## src/design/clock_config.svh

```systemverilog
// digital clock tick rates, field limits and display constants
`ifndef CLOCK_CONFIG_SVH
`define CLOCK_CONFIG_SVH

// ------------------------------------------------------------
// tick rates, in clk cycles
// ------------------------------------------------------------
`define CLK_PER_SEC	64	// kept small for simulation
`define CLK_PER_SCAN	4	// one digit step
`define SCANS_PER_BLINK	12	// half blink period, in scan steps
`define CLK_PER_SAMPLE	8	// button sample rate

// ------------------------------------------------------------
// display and time field limits
// ------------------------------------------------------------
`define NUM_DIGITS	6
`define SEC_MAX		59
`define MIN_MAX		59
`define HOUR_MAX	23

`endif

```

## src/design/clock_pkg.sv

```systemverilog
// digital clock types and digit helper functions
package clock_pkg;

	// user mode, code 2'b11 unused
	typedef enum logic [1:0] {
		MODE_CLOCK = 2'b00,
		MODE_SETUP = 2'b01,
		MODE_ALARM = 2'b10
	} mode_t;

	// selected field, also picks the digit pair on the display
	typedef enum logic [1:0] {
		POS_SEC  = 2'b00,
		POS_MIN  = 2'b01,
		POS_HOUR = 2'b10
	} pos_t;

	typedef struct packed {
		logic [5:0] hour;
		logic [5:0] min;
		logic [5:0] sec;
	} hms_t;

	typedef logic [6:0] seg_t;	// {a, b, c, d, e, f, g}

	function automatic seg_t seg_encode(input logic [3:0] digit);
		case (digit)
			4'd0:    return 7'b111_1110;
			4'd1:    return 7'b011_0000;
			4'd2:    return 7'b110_1101;
			4'd3:    return 7'b111_1001;
			4'd4:    return 7'b011_0011;
			4'd5:    return 7'b101_1011;
			4'd6:    return 7'b101_1111;
			4'd7:    return 7'b111_0000;
			4'd8:    return 7'b111_1111;
			4'd9:    return 7'b111_0011;
			default: return 7'b000_0000;	// blank
		endcase
	endfunction

	// split 0..59 into decimal digits
	function automatic logic [3:0] tens_of(input logic [5:0] value);
		return 4'(value / 6'd10);
	endfunction

	function automatic logic [3:0] ones_of(input logic [5:0] value);
		return 4'(value % 6'd10);
	endfunction

endpackage

```

## src/design/clock_ctrl_if.sv

```systemverilog
// user control state from the button controller to timekeeper and display
`timescale 1ns/1ps

interface clock_ctrl_if;

	clock_pkg::mode_t mode;
	clock_pkg::pos_t  pos;
	logic             inc;		// one cycle per increment press
	logic             alarm_en;

	modport ctrl (
		output mode, pos, inc, alarm_en
	);

	modport keep (
		input mode, inc, alarm_en
	);

	modport show (
		input mode, pos
	);

endinterface

```

## src/design/tick_gen.sv

```systemverilog
// prescaler giving one-cycle second, scan and button-sample enables
`timescale 1ns/1ps
`include "clock_config.svh"

module tick_gen (
	input  logic clk,
	input  logic rst_n,
	output logic o_sec_tick,
	output logic o_scan_tick,
	output logic o_sample_tick
);

	localparam int unsigned PERIOD [3] = '{`CLK_PER_SEC, `CLK_PER_SCAN, `CLK_PER_SAMPLE};

	logic [2:0] ticks;

	// one free-running divider per enable, pulse on the wrap
	for (genvar g = 0; g < 3; g++) begin : g_div
		localparam int unsigned P = PERIOD[g];
		localparam int W = (P > 1) ? $clog2(P) : 1;

		logic [W-1:0] cnt;
		logic         tick;

		always_ff @(posedge clk or negedge rst_n) begin
			if (!rst_n) begin
				cnt  <= '0;
				tick <= 1'b0;
			end else if (cnt == W'(P - 1)) begin
				cnt  <= '0;
				tick <= 1'b1;	// first pulse on cycle P
			end else begin
				cnt  <= cnt + 1'b1;
				tick <= 1'b0;
			end
		end

		assign ticks[g] = tick;
	end

	assign o_sec_tick    = ticks[0];
	assign o_scan_tick   = ticks[1];
	assign o_sample_tick = ticks[2];

endmodule

```

## src/design/button_ctrl.sv

```systemverilog
// button sampling, press detection and the mode, position and alarm-enable state
`timescale 1ns/1ps

module button_ctrl (
	input  logic       clk,
	input  logic       rst_n,
	input  logic       i_sample_tick,
	input  logic       i_btn_mode,
	input  logic       i_btn_pos,
	input  logic       i_btn_inc,
	input  logic       i_btn_alarm,
	clock_ctrl_if.ctrl ctrl_if
);

	localparam int B_MODE  = 0;
	localparam int B_POS   = 1;
	localparam int B_INC   = 2;
	localparam int B_ALARM = 3;

	logic [3:0] btn;
	logic [3:0] smp1;
	logic [3:0] smp2;
	logic [3:0] smp2_q;
	logic [3:0] press;

	assign btn = {i_btn_alarm, i_btn_inc, i_btn_pos, i_btn_mode};

	// ------------------------------------------------------------
	// two-stage sampling at the slow rate filters bounce
	// ------------------------------------------------------------
	always_ff @(posedge clk or negedge rst_n) begin
		if (!rst_n) begin
			smp1   <= '0;
			smp2   <= '0;
			smp2_q <= '0;
		end else begin
			if (i_sample_tick) begin
				smp1 <= btn;
				smp2 <= smp1;
			end
			smp2_q <= smp2;
		end
	end

	assign press = smp2 & ~smp2_q;	// rise of second stage, one cycle

	// ------------------------------------------------------------
	// control registers
	// ------------------------------------------------------------
	always_ff @(posedge clk or negedge rst_n) begin
		if (!rst_n) begin
			ctrl_if.mode     <= clock_pkg::MODE_CLOCK;
			ctrl_if.pos      <= clock_pkg::POS_SEC;
			ctrl_if.alarm_en <= 1'b0;
			ctrl_if.inc      <= 1'b0;
		end else begin
			if (press[B_MODE]) begin
				case (ctrl_if.mode)
					clock_pkg::MODE_CLOCK: ctrl_if.mode <= clock_pkg::MODE_SETUP;
					clock_pkg::MODE_SETUP: ctrl_if.mode <= clock_pkg::MODE_ALARM;
					default:               ctrl_if.mode <= clock_pkg::MODE_CLOCK;
				endcase
			end
			if (press[B_POS]) begin
				case (ctrl_if.pos)
					clock_pkg::POS_SEC: ctrl_if.pos <= clock_pkg::POS_MIN;
					clock_pkg::POS_MIN: ctrl_if.pos <= clock_pkg::POS_HOUR;
					default:            ctrl_if.pos <= clock_pkg::POS_SEC;
				endcase
			end
			if (press[B_ALARM])
				ctrl_if.alarm_en <= ~ctrl_if.alarm_en;
			// increment only means something while editing
			ctrl_if.inc <= press[B_INC] && (ctrl_if.mode != clock_pkg::MODE_CLOCK);
		end
	end

endmodule

```

## src/design/hms_counter.sv

```systemverilog
// hour:minute:second register bank with running tick and single-field increment
`timescale 1ns/1ps
`include "clock_config.svh"

module hms_counter (
	input  logic             clk,
	input  logic             rst_n,
	input  logic             i_run_tick,
	input  logic             i_inc,
	input  clock_pkg::pos_t  i_pos,
	output clock_pkg::hms_t  o_time
);

	localparam logic [5:0] SEC_LIM  = 6'(`SEC_MAX);
	localparam logic [5:0] MIN_LIM  = 6'(`MIN_MAX);
	localparam logic [5:0] HOUR_LIM = 6'(`HOUR_MAX);

	logic sec_wrap;
	logic min_wrap;
	logic hour_wrap;

	assign sec_wrap  = (o_time.sec == SEC_LIM);
	assign min_wrap  = (o_time.min == MIN_LIM);
	assign hour_wrap = (o_time.hour == HOUR_LIM);

	always_ff @(posedge clk or negedge rst_n) begin
		if (!rst_n) begin
			o_time <= '0;
		end else if (i_run_tick) begin
			// ripple carry sec -> min -> hour
			o_time.sec <= sec_wrap ? 6'd0 : o_time.sec + 6'd1;
			if (sec_wrap) begin
				o_time.min <= min_wrap ? 6'd0 : o_time.min + 6'd1;
				if (min_wrap)
					o_time.hour <= hour_wrap ? 6'd0 : o_time.hour + 6'd1;
			end
		end else if (i_inc) begin
			case (i_pos)	// no carry when setting
				clock_pkg::POS_SEC:  o_time.sec  <= sec_wrap  ? 6'd0 : o_time.sec + 6'd1;
				clock_pkg::POS_MIN:  o_time.min  <= min_wrap  ? 6'd0 : o_time.min + 6'd1;
				clock_pkg::POS_HOUR: o_time.hour <= hour_wrap ? 6'd0 : o_time.hour + 6'd1;
				default:             o_time      <= o_time;
			endcase
		end
	end

endmodule

```

## src/design/timekeeper.sv

```systemverilog
// clock and alarm time banks, shown-time select and alarm match flag
`timescale 1ns/1ps

module timekeeper (
	input  logic             clk,
	input  logic             rst_n,
	input  logic             i_sec_tick,
	clock_ctrl_if.keep       ctrl_if,
	input  clock_pkg::pos_t  i_pos,
	output clock_pkg::hms_t  o_shown,
	output logic             o_alarm
);

	clock_pkg::hms_t clock_time;
	clock_pkg::hms_t alarm_time;
	logic            in_setup;
	logic            in_alarm;

	assign in_setup = (ctrl_if.mode == clock_pkg::MODE_SETUP);
	assign in_alarm = (ctrl_if.mode == clock_pkg::MODE_ALARM);

	hms_counter u_clock_cnt (
		.clk        (clk),
		.rst_n      (rst_n),
		.i_run_tick (i_sec_tick && !in_setup),	// stopped while setting
		.i_inc      (ctrl_if.inc && in_setup),
		.i_pos      (i_pos),
		.o_time     (clock_time)
	);

	hms_counter u_alarm_cnt (
		.clk        (clk),
		.rst_n      (rst_n),
		.i_run_tick (1'b0),	// alarm time never runs
		.i_inc      (ctrl_if.inc && in_alarm),
		.i_pos      (i_pos),
		.o_time     (alarm_time)
	);

	assign o_shown = in_alarm ? alarm_time : clock_time;

	// match flag sticks until the alarm is disabled
	always_ff @(posedge clk or negedge rst_n) begin
		if (!rst_n)
			o_alarm <= 1'b0;
		else if (!ctrl_if.alarm_en)
			o_alarm <= 1'b0;
		else if (clock_time == alarm_time)
			o_alarm <= 1'b1;
	end

endmodule

```

## src/design/display_scan.sv

```systemverilog
// multiplexed seven-segment scan with blink masking and decimal point
`timescale 1ns/1ps
`include "clock_config.svh"

module display_scan (
	input  logic                   clk,
	input  logic                   rst_n,
	input  logic                   i_scan_tick,
	input  clock_pkg::hms_t        i_shown,
	clock_ctrl_if.show             ctrl_if,
	output clock_pkg::seg_t        o_seg,
	output logic                   o_seg_dp,
	output logic [`NUM_DIGITS-1:0] o_seg_enb
);

	localparam int IDX_W   = $clog2(`NUM_DIGITS);
	localparam int BLINK_W = $clog2(`SCANS_PER_BLINK);

	logic [IDX_W-1:0]   idx;
	logic [BLINK_W-1:0] blink_cnt;
	logic               blink_dark;
	logic [3:0]         digit;
	logic               editing;
	logic               on_field;

	// ------------------------------------------------------------
	// digit index and blink phase
	// ------------------------------------------------------------
	always_ff @(posedge clk or negedge rst_n) begin
		if (!rst_n) begin
			idx        <= '0;
			blink_cnt  <= '0;
			blink_dark <= 1'b0;	// start lit
		end else if (i_scan_tick) begin
			idx <= (idx == IDX_W'(`NUM_DIGITS - 1)) ? '0 : idx + 1'b1;
			if (blink_cnt == BLINK_W'(`SCANS_PER_BLINK - 1)) begin
				blink_cnt  <= '0;
				blink_dark <= ~blink_dark;
			end else begin
				blink_cnt <= blink_cnt + 1'b1;
			end
		end
	end

	// ------------------------------------------------------------
	// digit select, index 0 is seconds ones
	// ------------------------------------------------------------
	always_comb begin
		case (idx)
			3'd0:    digit = clock_pkg::ones_of(i_shown.sec);
			3'd1:    digit = clock_pkg::tens_of(i_shown.sec);
			3'd2:    digit = clock_pkg::ones_of(i_shown.min);
			3'd3:    digit = clock_pkg::tens_of(i_shown.min);
			3'd4:    digit = clock_pkg::ones_of(i_shown.hour);
			3'd5:    digit = clock_pkg::tens_of(i_shown.hour);
			default: digit = 4'hf;	// blank
		endcase
	end

	assign editing  = (ctrl_if.mode == clock_pkg::MODE_SETUP) ||
	                  (ctrl_if.mode == clock_pkg::MODE_ALARM);
	assign on_field = (idx[IDX_W-1:1] == ctrl_if.pos);	// digit pair of the field

	assign o_seg = clock_pkg::seg_encode(digit);

	// active low, all off while the selected pair blinks dark
	assign o_seg_enb = (editing && blink_dark && on_field) ? '1 :
	                   ~(`NUM_DIGITS'(1) << idx);

	assign o_seg_dp = editing && (idx == {ctrl_if.pos, 1'b0});

endmodule

```

## src/design/clock_top.sv

```systemverilog
// six-digit seven-segment digital clock top level
`timescale 1ns/1ps
`include "clock_config.svh"

module clock_top (
	input  logic                   clk,
	input  logic                   rst_n,
	input  logic                   i_btn_mode,
	input  logic                   i_btn_pos,
	input  logic                   i_btn_inc,
	input  logic                   i_btn_alarm,
	output clock_pkg::seg_t        o_seg,
	output logic                   o_seg_dp,
	output logic [`NUM_DIGITS-1:0] o_seg_enb,
	output logic                   o_alarm
);

	logic            sec_tick;
	logic            scan_tick;
	logic            sample_tick;
	clock_pkg::hms_t shown;

	clock_ctrl_if u_ctrl_if ();

	tick_gen u_tick_gen (
		.clk           (clk),
		.rst_n         (rst_n),
		.o_sec_tick    (sec_tick),
		.o_scan_tick   (scan_tick),
		.o_sample_tick (sample_tick)
	);

	button_ctrl u_button_ctrl (
		.clk           (clk),
		.rst_n         (rst_n),
		.i_sample_tick (sample_tick),
		.i_btn_mode    (i_btn_mode),
		.i_btn_pos     (i_btn_pos),
		.i_btn_inc     (i_btn_inc),
		.i_btn_alarm   (i_btn_alarm),
		.ctrl_if       (u_ctrl_if.ctrl)
	);

	timekeeper u_timekeeper (
		.clk        (clk),
		.rst_n      (rst_n),
		.i_sec_tick (sec_tick),
		.ctrl_if    (u_ctrl_if.keep),
		.i_pos      (u_ctrl_if.pos),	// field select for both banks
		.o_shown    (shown),
		.o_alarm    (o_alarm)
	);

	display_scan u_display_scan (
		.clk         (clk),
		.rst_n       (rst_n),
		.i_scan_tick (scan_tick),
		.i_shown     (shown),
		.ctrl_if     (u_ctrl_if.show),
		.o_seg       (o_seg),
		.o_seg_dp    (o_seg_dp),
		.o_seg_enb   (o_seg_enb)
	);

endmodule

```

## config.mk

```make
export PLATFORM = sky130hd
export DESIGN_NAME = clock_top
export DESIGN_NICKNAME = d
export VERILOG_FILES = /design/src/design/clock_pkg.sv /design/src/design/clock_ctrl_if.sv /design/src/design/tick_gen.sv /design/src/design/button_ctrl.sv /design/src/design/hms_counter.sv /design/src/design/timekeeper.sv /design/src/design/display_scan.sv /design/src/design/clock_top.sv
export VERILOG_INCLUDE_DIRS = /design/src /design/src/design
export SDC_FILE = /design/constraint.sdc
export NUM_CORES = 1
export LEC_CHECK = 0
export ABC_CLOCK_PERIOD_IN_PS = 5500
export BUFFER_PORTS_ARGS = -buffer_cell sky130_fd_sc_hd__buf_4
export CAP_MARGIN = 10
export CORE_MARGIN = 1.5
export CORE_UTILIZATION = 55
export DETAILED_ROUTE_END_ITERATION = 8
export PLACE_DENSITY = 0.78
export SLEW_MARGIN = 40
export SYNTH_ARGS = -nofsm -noshare
export SYNTH_HDL_FRONTEND = slang
export SYNTH_SLANG_ARGS = --single-unit
```

## constraint.sdc

```tcl
create_clock -name clk -period 5.5 [get_ports clk]
set_clock_uncertainty 0.2 [all_clocks]
set_input_delay 1.1 -clock clk [delete_from_list [all_inputs] [get_ports clk]]
set_output_delay 1.1 -clock clk [all_outputs]
set_load 0.05 [all_outputs]
```

# Word level (Yosys, flattened, before mapping)
# Memory sizes are Yosys's and may differ from the RTL's.
# Index checks and enable logic that the tools add are counted.
word_totals:
  reg_bits: 77
  latch_bits: 0
  ramBits: 0
  rom_bits: 112
  in_bits: 6
  out_inout_bits: 15
  word_cells: 124
  n_memories: 1
mem_list:
  columns: ["name", "depth", "word_bits", "rd", "rd_clocked_by_memory_dff", "wr", "line_no", "text"]
  rows:
  - ["(no name shown)", 16, 7, 1, 0, 0, "clock_pkg.sv:27", "case (digit)"]
op_classes:
  add_sub_neg: 11
  n_mul: 0
  div_mod_pow: 6
  order_cmp: 0
  n_eq_ne: 25
  n_shift: 1
  mux: 28
  bitwise_logic: 5
  n_reduce_logical: 24
op_table:
  columns: ["op", "n"]
  rows:
  - ["$mux W6", 12]
  - ["$mux W18", 3]
  - ["$add A6 B1 Y6 const B", 7]
  - ["$eq A6 B6 Y1 const B", 5]
  - ["$pmux W4 S6", 1]
  - ["$div A6 B4 Y6 const B", 3]
  - ["$eq A18 B18 Y1", 1]
  - ["$mod A6 B4 Y6 const B", 3]
  - ["$eq A6 B5 Y1 const B", 2]
  - ["$mux W12", 1]
  - ["$reduce_and A2 Y1", 5]
  - ["$reduce_bool A2 Y1", 5]
  - ["$eq A3 B3 Y1 const B", 3]
  - ["$pmux W2 S2", 2]
  - ["$logic_and A1 B1 Y1", 7]
  - ["$add A3 B1 Y3 const B", 2]
  - ["$eq A2 B2 Y1 const B", 3]
  - ["$eq A3 B2 Y1 const B", 2]
  - ["$mux W3", 2]
  - ["$ne A2 B1 Y1 const B", 3]
  - ["$not A6 Y6", 1]
  - ["$shl A1 B3 Y6 const A", 1]
  - ["$mux W1", 5]
  - ["$add A4 B1 Y4 const B", 1]
  - ["other kinds (17)", 20]

# Longest topological paths before layout
logic_depth:
  word_depth: 5
  mapped_depth: 22
  mapped_depth_nobuf: 19

# Cells and area by module
# From an unflattened synthesis, not the netlist that was laid out.
hier_totals:
  cells_unflattened: 561
  hier_area_um2: 5605.4
modules_own_cells:
  columns: ["mod", "instances", "cells_per_inst", "area_per_inst_um2", "seq_area_each_um2"]
  rows:
  - ["hms_counter", 2, 94, 1009.7, 450.4]
  - ["display_scan", 1, 248, 1858.0, 200.2]
  - ["button_ctrl", 1, 40, 711.9, 450.4]
  - ["timekeeper", 1, 51, 523.0, 25.0]
  - ["tick_gen", 1, 34, 493.0, 350.3]

# Least setup slack after synthesis
# OpenSTA, ideal clock, no wires.
synth_path:
  path_kind: "register -> output"
  startpoint: "register u_display_scan.idx[0]"
  endpoint: "output port o_seg[0]"
  arrival_time_ns: 4.865
  required_ns: 4.200
  slack_ns: -0.665
  stages_incl_launch_ff: 20
  path_buffers: 4
  path_cell_list: "dfrtp_1 clkbuf_1 clkbuf_1 clkbuf_1 and2_1 ha_1 clkbuf_1 nand4_1 o221ai_1 o21ai_0 a21o_1 ha_1 a21boi_0 and4_1 o21ai_0 and3_1 o31ai_1 ha_1 o21a_1 a211oi_1"
synth_via:
  elab_chain_cells: 3
  word_cells_on_any_way: 8
  classes_between: "eq/ne: 5; mux: 1; reduce/logical: 1; memory: 1"
synth_rtl:
  columns: ["item", "line_no", "text"]
  rows:
  - ["start: declaration", "display_scan.sv:19", "logic [IDX_W-1:0] idx;"]
  - ["start signal: assignment", "display_scan.sv:35", "idx <= (idx == IDX_W'(`NUM_DIGITS - 1)) ? '0 : idx + 1'b1;"]
  - ["$eq A3 B3 Y1, or another cell as far along", "display_scan.sv:49", "case (idx)"]
  - ["$pmux W4 S6 *", "display_scan.sv:49", null]
  - ["$mem_v2 Z16 W7 *", null, null]
  - ["end: declaration", "clock_top.sv:12", "output clock_pkg::seg_t o_seg,"]
# Every way passes the cells marked *; elsewhere a longest branch is shown, timed or not.

# Worst setup path after layout
layout_path:
  startpoint: "register u_button_ctrl.ctrl_if.mode[0]"
  endpoint: "output port o_seg[0]"
layout_via:
  elab_chain_cells: 5
  word_cells_on_any_way: 10
  classes_between: "div: 6; eq/ne: 1; mux: 2; memory: 1"
layout_rtl:
  columns: ["item", "line_no", "text"]
  rows:
  - ["start: declaration", "clock_ctrl_if.sv:12", "output mode, pos, inc, alarm_en"]
  - ["start signal: assignment", "button_ctrl.sv:52", "ctrl_if.mode <= clock_pkg::MODE_CLOCK;"]
  - ["start signal: assignment", "button_ctrl.sv:59", "clock_pkg::MODE_CLOCK: ctrl_if.mode <= clock_pkg::MODE_SETUP;"]
  - ["start signal: assignment", "button_ctrl.sv:60", "clock_pkg::MODE_SETUP: ctrl_if.mode <= clock_pkg::MODE_ALARM;"]
  - ["$eq A2 B2 Y1 *", "timekeeper.sv:20", "assign in_alarm = (ctrl_if.mode == clock_pkg::MODE_ALARM);"]
  - ["$mux W18 *", "timekeeper.sv:40", "assign o_shown = in_alarm ? alarm_time : clock_time;"]
  - ["$div A6 B4 Y6 or $mod A6 B4 Y6 (tied branches)", "clock_pkg.sv:44, clock_pkg.sv:48", null]
  - ["$pmux W4 S6 *", "display_scan.sv:49", null]
  - ["$mem_v2 Z16 W7 *", null, null]
# Marked as above.

==> flow_metrics.env <==
export IMPL_syn_avg_cell_area_um2=9.363
export IMPL_max_stage_delay_ns=0.40
export IMPL_critPathKind="reg2out"
export IMPL_die_h_um=99.59
export IMPL_maxCapViolCount=0
export IMPL_crit_required_ns=4.20
export IMPL_pwr_share_comb_pct=40.0
export IMPL_endpoint_kind="output pin"
export IMPL_finalMaxSlewViolations=0
export IMPL_port_buffers=20
export IMPL_grt_pass1_vias=4172
export IMPL_hold_ws_ns=0.2062
export IMPL_synth_top_family_by_area="simple AND/OR/NAND/NOR gates"
export IMPL_synth_edff_count=0
export IMPL_drc=0
export IMPL_fmax_mhz=181.4
export IMPL_reg2reg_depth=8
export IMPL_swShare_pct=37.91
export IMPL_cts_buffers=9
export IMPL_min_path_cells=0
export IMPL_area_delta_synth_final_pct=21.12
export IMPL_clockPowerShare_pct=23.8
export IMPL_grt_pass1_wl_mm=19.49
export IMPL_synthMuxAreaShare_pct=10.05
export IMPL_start_util_pct=56.06
export IMPL_ys_seq_area_share_pct=37.55
export IMPL_clock_latency_ns=0.36
export IMPL_timing_rr_start="u_timekeeper.u_clock_cnt.o_time[1]$_DFFE_PN0P_"
export IMPL_place_congestion=0.9526
export IMPL_ios=21
export IMPL_h_tree_depth=3
export IMPL_grt_max_degree=78
export IMPL_ir_drop_mv=0.3156
export IMPL_path_clk_slew_ns=0.08
export IMPL_cellPowerDensity_mw_per_mm2=306.7
export IMPL_run_status="complete, but fails checks"
export IMPL_violations="setup timing"
export IMPL_postSynthCellCount=548
export IMPL_reg2reg_to="u_timekeeper.u_clock_cnt.o_time[15]$_DFFE_PN0P_"
export IMPL_synth_seq_cells=77
export IMPL_start_kind="register"
export IMPL_cp_arrival_ns=4.21
export IMPL_yosysWarnings=0
export IMPL_synth_fa_ha_area_share_pct=7.071
export IMPL_min_period_ns=5.514
export IMPL_viasPerCell=6.037
export IMPL_antenna_cells=0
export IMPL_clock_sinks=77
export IMPL_drt_first_iter_violations=254
export IMPL_hold_end="u_button_ctrl.smp2_q[2]$_DFF_PN0_"
export IMPL_syn_area_mm2=0.005131
export IMPL_first_pass_iters=5
export IMPL_fillers=686
export IMPL_cts_root_buf="clkbuf_8"
export IMPL_slew_headroom_pct=45.22
export IMPL_synth_xor_area_share_pct=6.316
export IMPL_cp_cell_sequence="inv_2 > ha_4 > buf_6 > mux2_4 > o32a_4 > a22oi_2 > nor2_2 > ha_2 > and3_4 > and3_4 > or3_4 > inv_2 > ha_4 > a2bb2oi_4 > o21a_4 > o21a_1 > a211oi_2 > buf_6"
export IMPL_grt_use_total_pct=24.57
export IMPL_cts_tree="done"
export IMPL_synth_nets=583
export IMPL_finalWorstSetupSlack_ns=-0.01371
export IMPL_p_sw_mw=0.7227
export IMPL_final_util_pct=67.90
export IMPL_synth_compound_area_share_pct=16.80
export IMPL_fp_row_count=35
export IMPL_synth_ff_type="dfrtp_1"
export IMPL_multi_input_area_mm2=0.003371
export IMPL_setup_viol=1
export IMPL_pre_cts_ws_ns=-0.1144
export IMPL_p_seq_share_pct=36.2
export IMPL_grt_ovfl_total=0
export IMPL_p_int_mw=1.184
export IMPL_seqCellArea_mm2=0.001928
export IMPL_routed_wl_mm=11.87
export IMPL_core_mm2=0.009153
export IMPL_synth_cell_types=69
export IMPL_yosys_area_share_simple_pct=18.02
export IMPL_critical_path_slowest_cell="dfrtp_1"
export IMPL_r2r_slack_ns=2.50
export IMPL_post_drt_wl_per_cell_um=16.79
export IMPL_leakage_nw=2.779
export IMPL_power_total_mw=1.906
export IMPL_die_area_mm2=0.009918
export IMPL_vias=4268
export IMPL_drive_above_1_share_pct=29.03
export IMPL_worstMarginPinSlew_ns=0.8147
export IMPL_final_hold_viol_count=0
export IMPL_dp_hpwl_mm=8.411
export IMPL_hp_class="reg2reg"
export IMPL_cts_buffer_depth=2
export IMPL_die_w_um=99.59
export IMPL_min_from="u_button_ctrl.smp2[2]$_DFFE_PN0P_"
export IMPL_layout_nets=626
export IMPL_async_flop_share_pct=100.0
export IMPL_grt_antenna_before_repair=0
export IMPL_path_max_fanout=6
export IMPL_tns_ns=-0.01371
export IMPL_antenna_left=0
export IMPL_rsz0062_at_grt="yes"
export IMPL_timing_final_crit_share_pct=100.2
cell type report:
class | count | share of cell area, %
clock buffer | 10 | 2.215
clock inverter | 6 | 1.208
inverter | 20 | 1.208
multi-input combinational | 424 | 54.24
sequential | 77 | 31.02
tap | 111 | 2.235
timing repair buffer | 59 | 7.872
state kept, by name (all words and copies together) (netlist names):
name                             count
u_timekeeper.u_alarm_cnt.o_time     18
u_timekeeper.u_clock_cnt.o_time     18
u_tick_gen.g_div.cnt                11
u_button_ctrl.smp1                   4
u_button_ctrl.smp2                   4
u_button_ctrl.smp2_q                 4
u_display_scan.blink_cnt             4
u_display_scan.idx                   3
u_button_ctrl.ctrl_if.mode           2
u_button_ctrl.ctrl_if.pos            2
u_button_ctrl.ctrl_if.alarm_en       1
u_button_ctrl.ctrl_if.inc            1
u_display_scan.blink_dark            1
u_tick_gen.o_sample_tick             1
u_tick_gen.o_scan_tick               1
u_tick_gen.o_sec_tick                1
u_timekeeper.o_alarm                 1
cell families (layout without fill, tap and decap cells):
group	after synthesis	count (layout)
AOI/OAI and AO/OA	127	127
xor gates and xnor gates	37	37
adders and majority gates	29	29
buffers and inverters	47	95
DFF	77	77
muxes	46	46
and+or+nand+nor	185	185
layout by cell type, fill, tap and decap left out, types with 7 or more instances in the layout:
master	synthesis	routed
buf_6	3	9
nand3_1	24	24
mux2i_1	10	9
xor2_1	22	21
nor2_1	27	24
buf_4	1	49
ha_1	29	21
a21o_1	8	8
a21oi_1	15	13
mux2_4	2	8
clkbuf_8	1	10
mux2_2	32	27
xnor2_1	15	15
o31ai_1	8	7
nand4_1	9	9
o21ai_0	36	34
inv_1	20	16
dfrtp_1	77	76
nand2_1	64	63
o211ai_1	8	8
nor2b_1	7	7
per-stage QoR:
step                area, um^2  cells
detailed placement        5529    677
CTS                       5972    702
finish                    6215    707
global route              6215    707
global placement          5525    677
floorplan                 5189    548
cell usage after synthesis, drive strengths merged, types with 2 or more instances:
master | instances | share of area [%]
a211oi | 3 | 0.44
a21boi | 3 | 0.44
a21o | 8 | 1.2
a21oi | 17 | 1.8
a221oi | 3 | 0.51
a222oi | 2 | 0.39
a22o | 3 | 0.54
a22oi | 4 | 0.59
a2bb2oi | 3 | 0.51
a31oi | 3 | 0.37
and2 | 8 | 1.0
and3 | 7 | 0.85
and4 | 2 | 0.34
buf | 6 | 1.0
clkbuf | 21 | 1.7
dfrtp | 77 | 38
ha | 29 | 7.1
inv | 20 | 1.5
mux2 | 35 | 7.8
mux2i | 11 | 2.2
nand2 | 64 | 4.7
nand2b | 4 | 0.49
nand3 | 24 | 2.3
nand3b | 4 | 0.59
nand4 | 9 | 1.1
nor2 | 28 | 2.1
nor2b | 7 | 0.85
nor3 | 7 | 0.68
nor3b | 7 | 1.0
nor4 | 6 | 0.73
o2111ai | 2 | 0.34
o211ai | 9 | 1.4
o21a | 7 | 1.0
o21ai | 40 | 4.0
o22ai | 2 | 0.24
o31ai | 9 | 1.4
or2 | 3 | 0.41
xnor2 | 15 | 2.6
xor2 | 22 | 3.8
routing by layer:
metal / global-route usage, % / part of all wire, % / up-vias
met5: 0 / 0 / -
met4: 6.717 / 2.0 / 0
met3: 4.638 / 4.3 / 25
met2: 41.62 / 48 / 119
met1: 32.41 / 45 / 2064
li1: - / - / 2060
repair_timing:
action / 4_1_cts / 5_1_grt
hold endpoints to repair: 0 / 0
buffers inserted: 9 / 5
hold buffers: 0 / 0
endpoints found under the setup margin: 7 / 7
pin swaps: 12 / 22
gates resized for setup: 39 / 41
power groups by stage:
stage | logic (mW) | clock network (mW) | registers, mW
after floorplan | 0.477 | 0 | 0.679
after global placement | 0.626 | 0 | 0.695
after detailed placement | 0.647 | 0 | 0.700
after CTS | 0.712 | 0.467 | 0.689
after global routing | 0.814 | 0.482 | 0.700
final | 0.763 | 0.454 | 0.690
worst max-delay path, delay by kind of cell, from the launching register on:
kind / cells / cell delay, ns
AO/OA/AOI/OAI: 6 / 1.28
adder cells (fa/ha/maj): 3 / 0.57
buffers and inverters: 4 / 0.51
flip-flops: 1 / 0.40
multiplexers: 1 / 0.33
AND/OR/NAND/NOR: 4 / 0.77
worst max-delay path by stage:
stage,slack [ns],cells past startpoint,start,endpoint
after floorplan,-0.21,19,u_display_scan.idx[0]$_DFFE_PN0P_,o_seg[0]
after global placement,0.07,19,u_button_ctrl.ctrl_if.mode[0]$_DFFE_PN0P_,o_seg[6]
after detailed placement,-0.11,19,u_button_ctrl.ctrl_if.mode[0]$_DFFE_PN0P_,o_seg[6]
after CTS,0.006,18,u_display_scan.idx[1]$_DFFE_PN0P_,o_seg[4]
after global routing,-0.18,20,u_button_ctrl.ctrl_if.mode[0]$_DFFE_PN0P_,o_seg[6]
final,-0.01,18,u_button_ctrl.ctrl_if.mode[0]$_DFFE_PN0P_,o_seg[0]
Note: power is estimated with default switching activity, not from simulation.
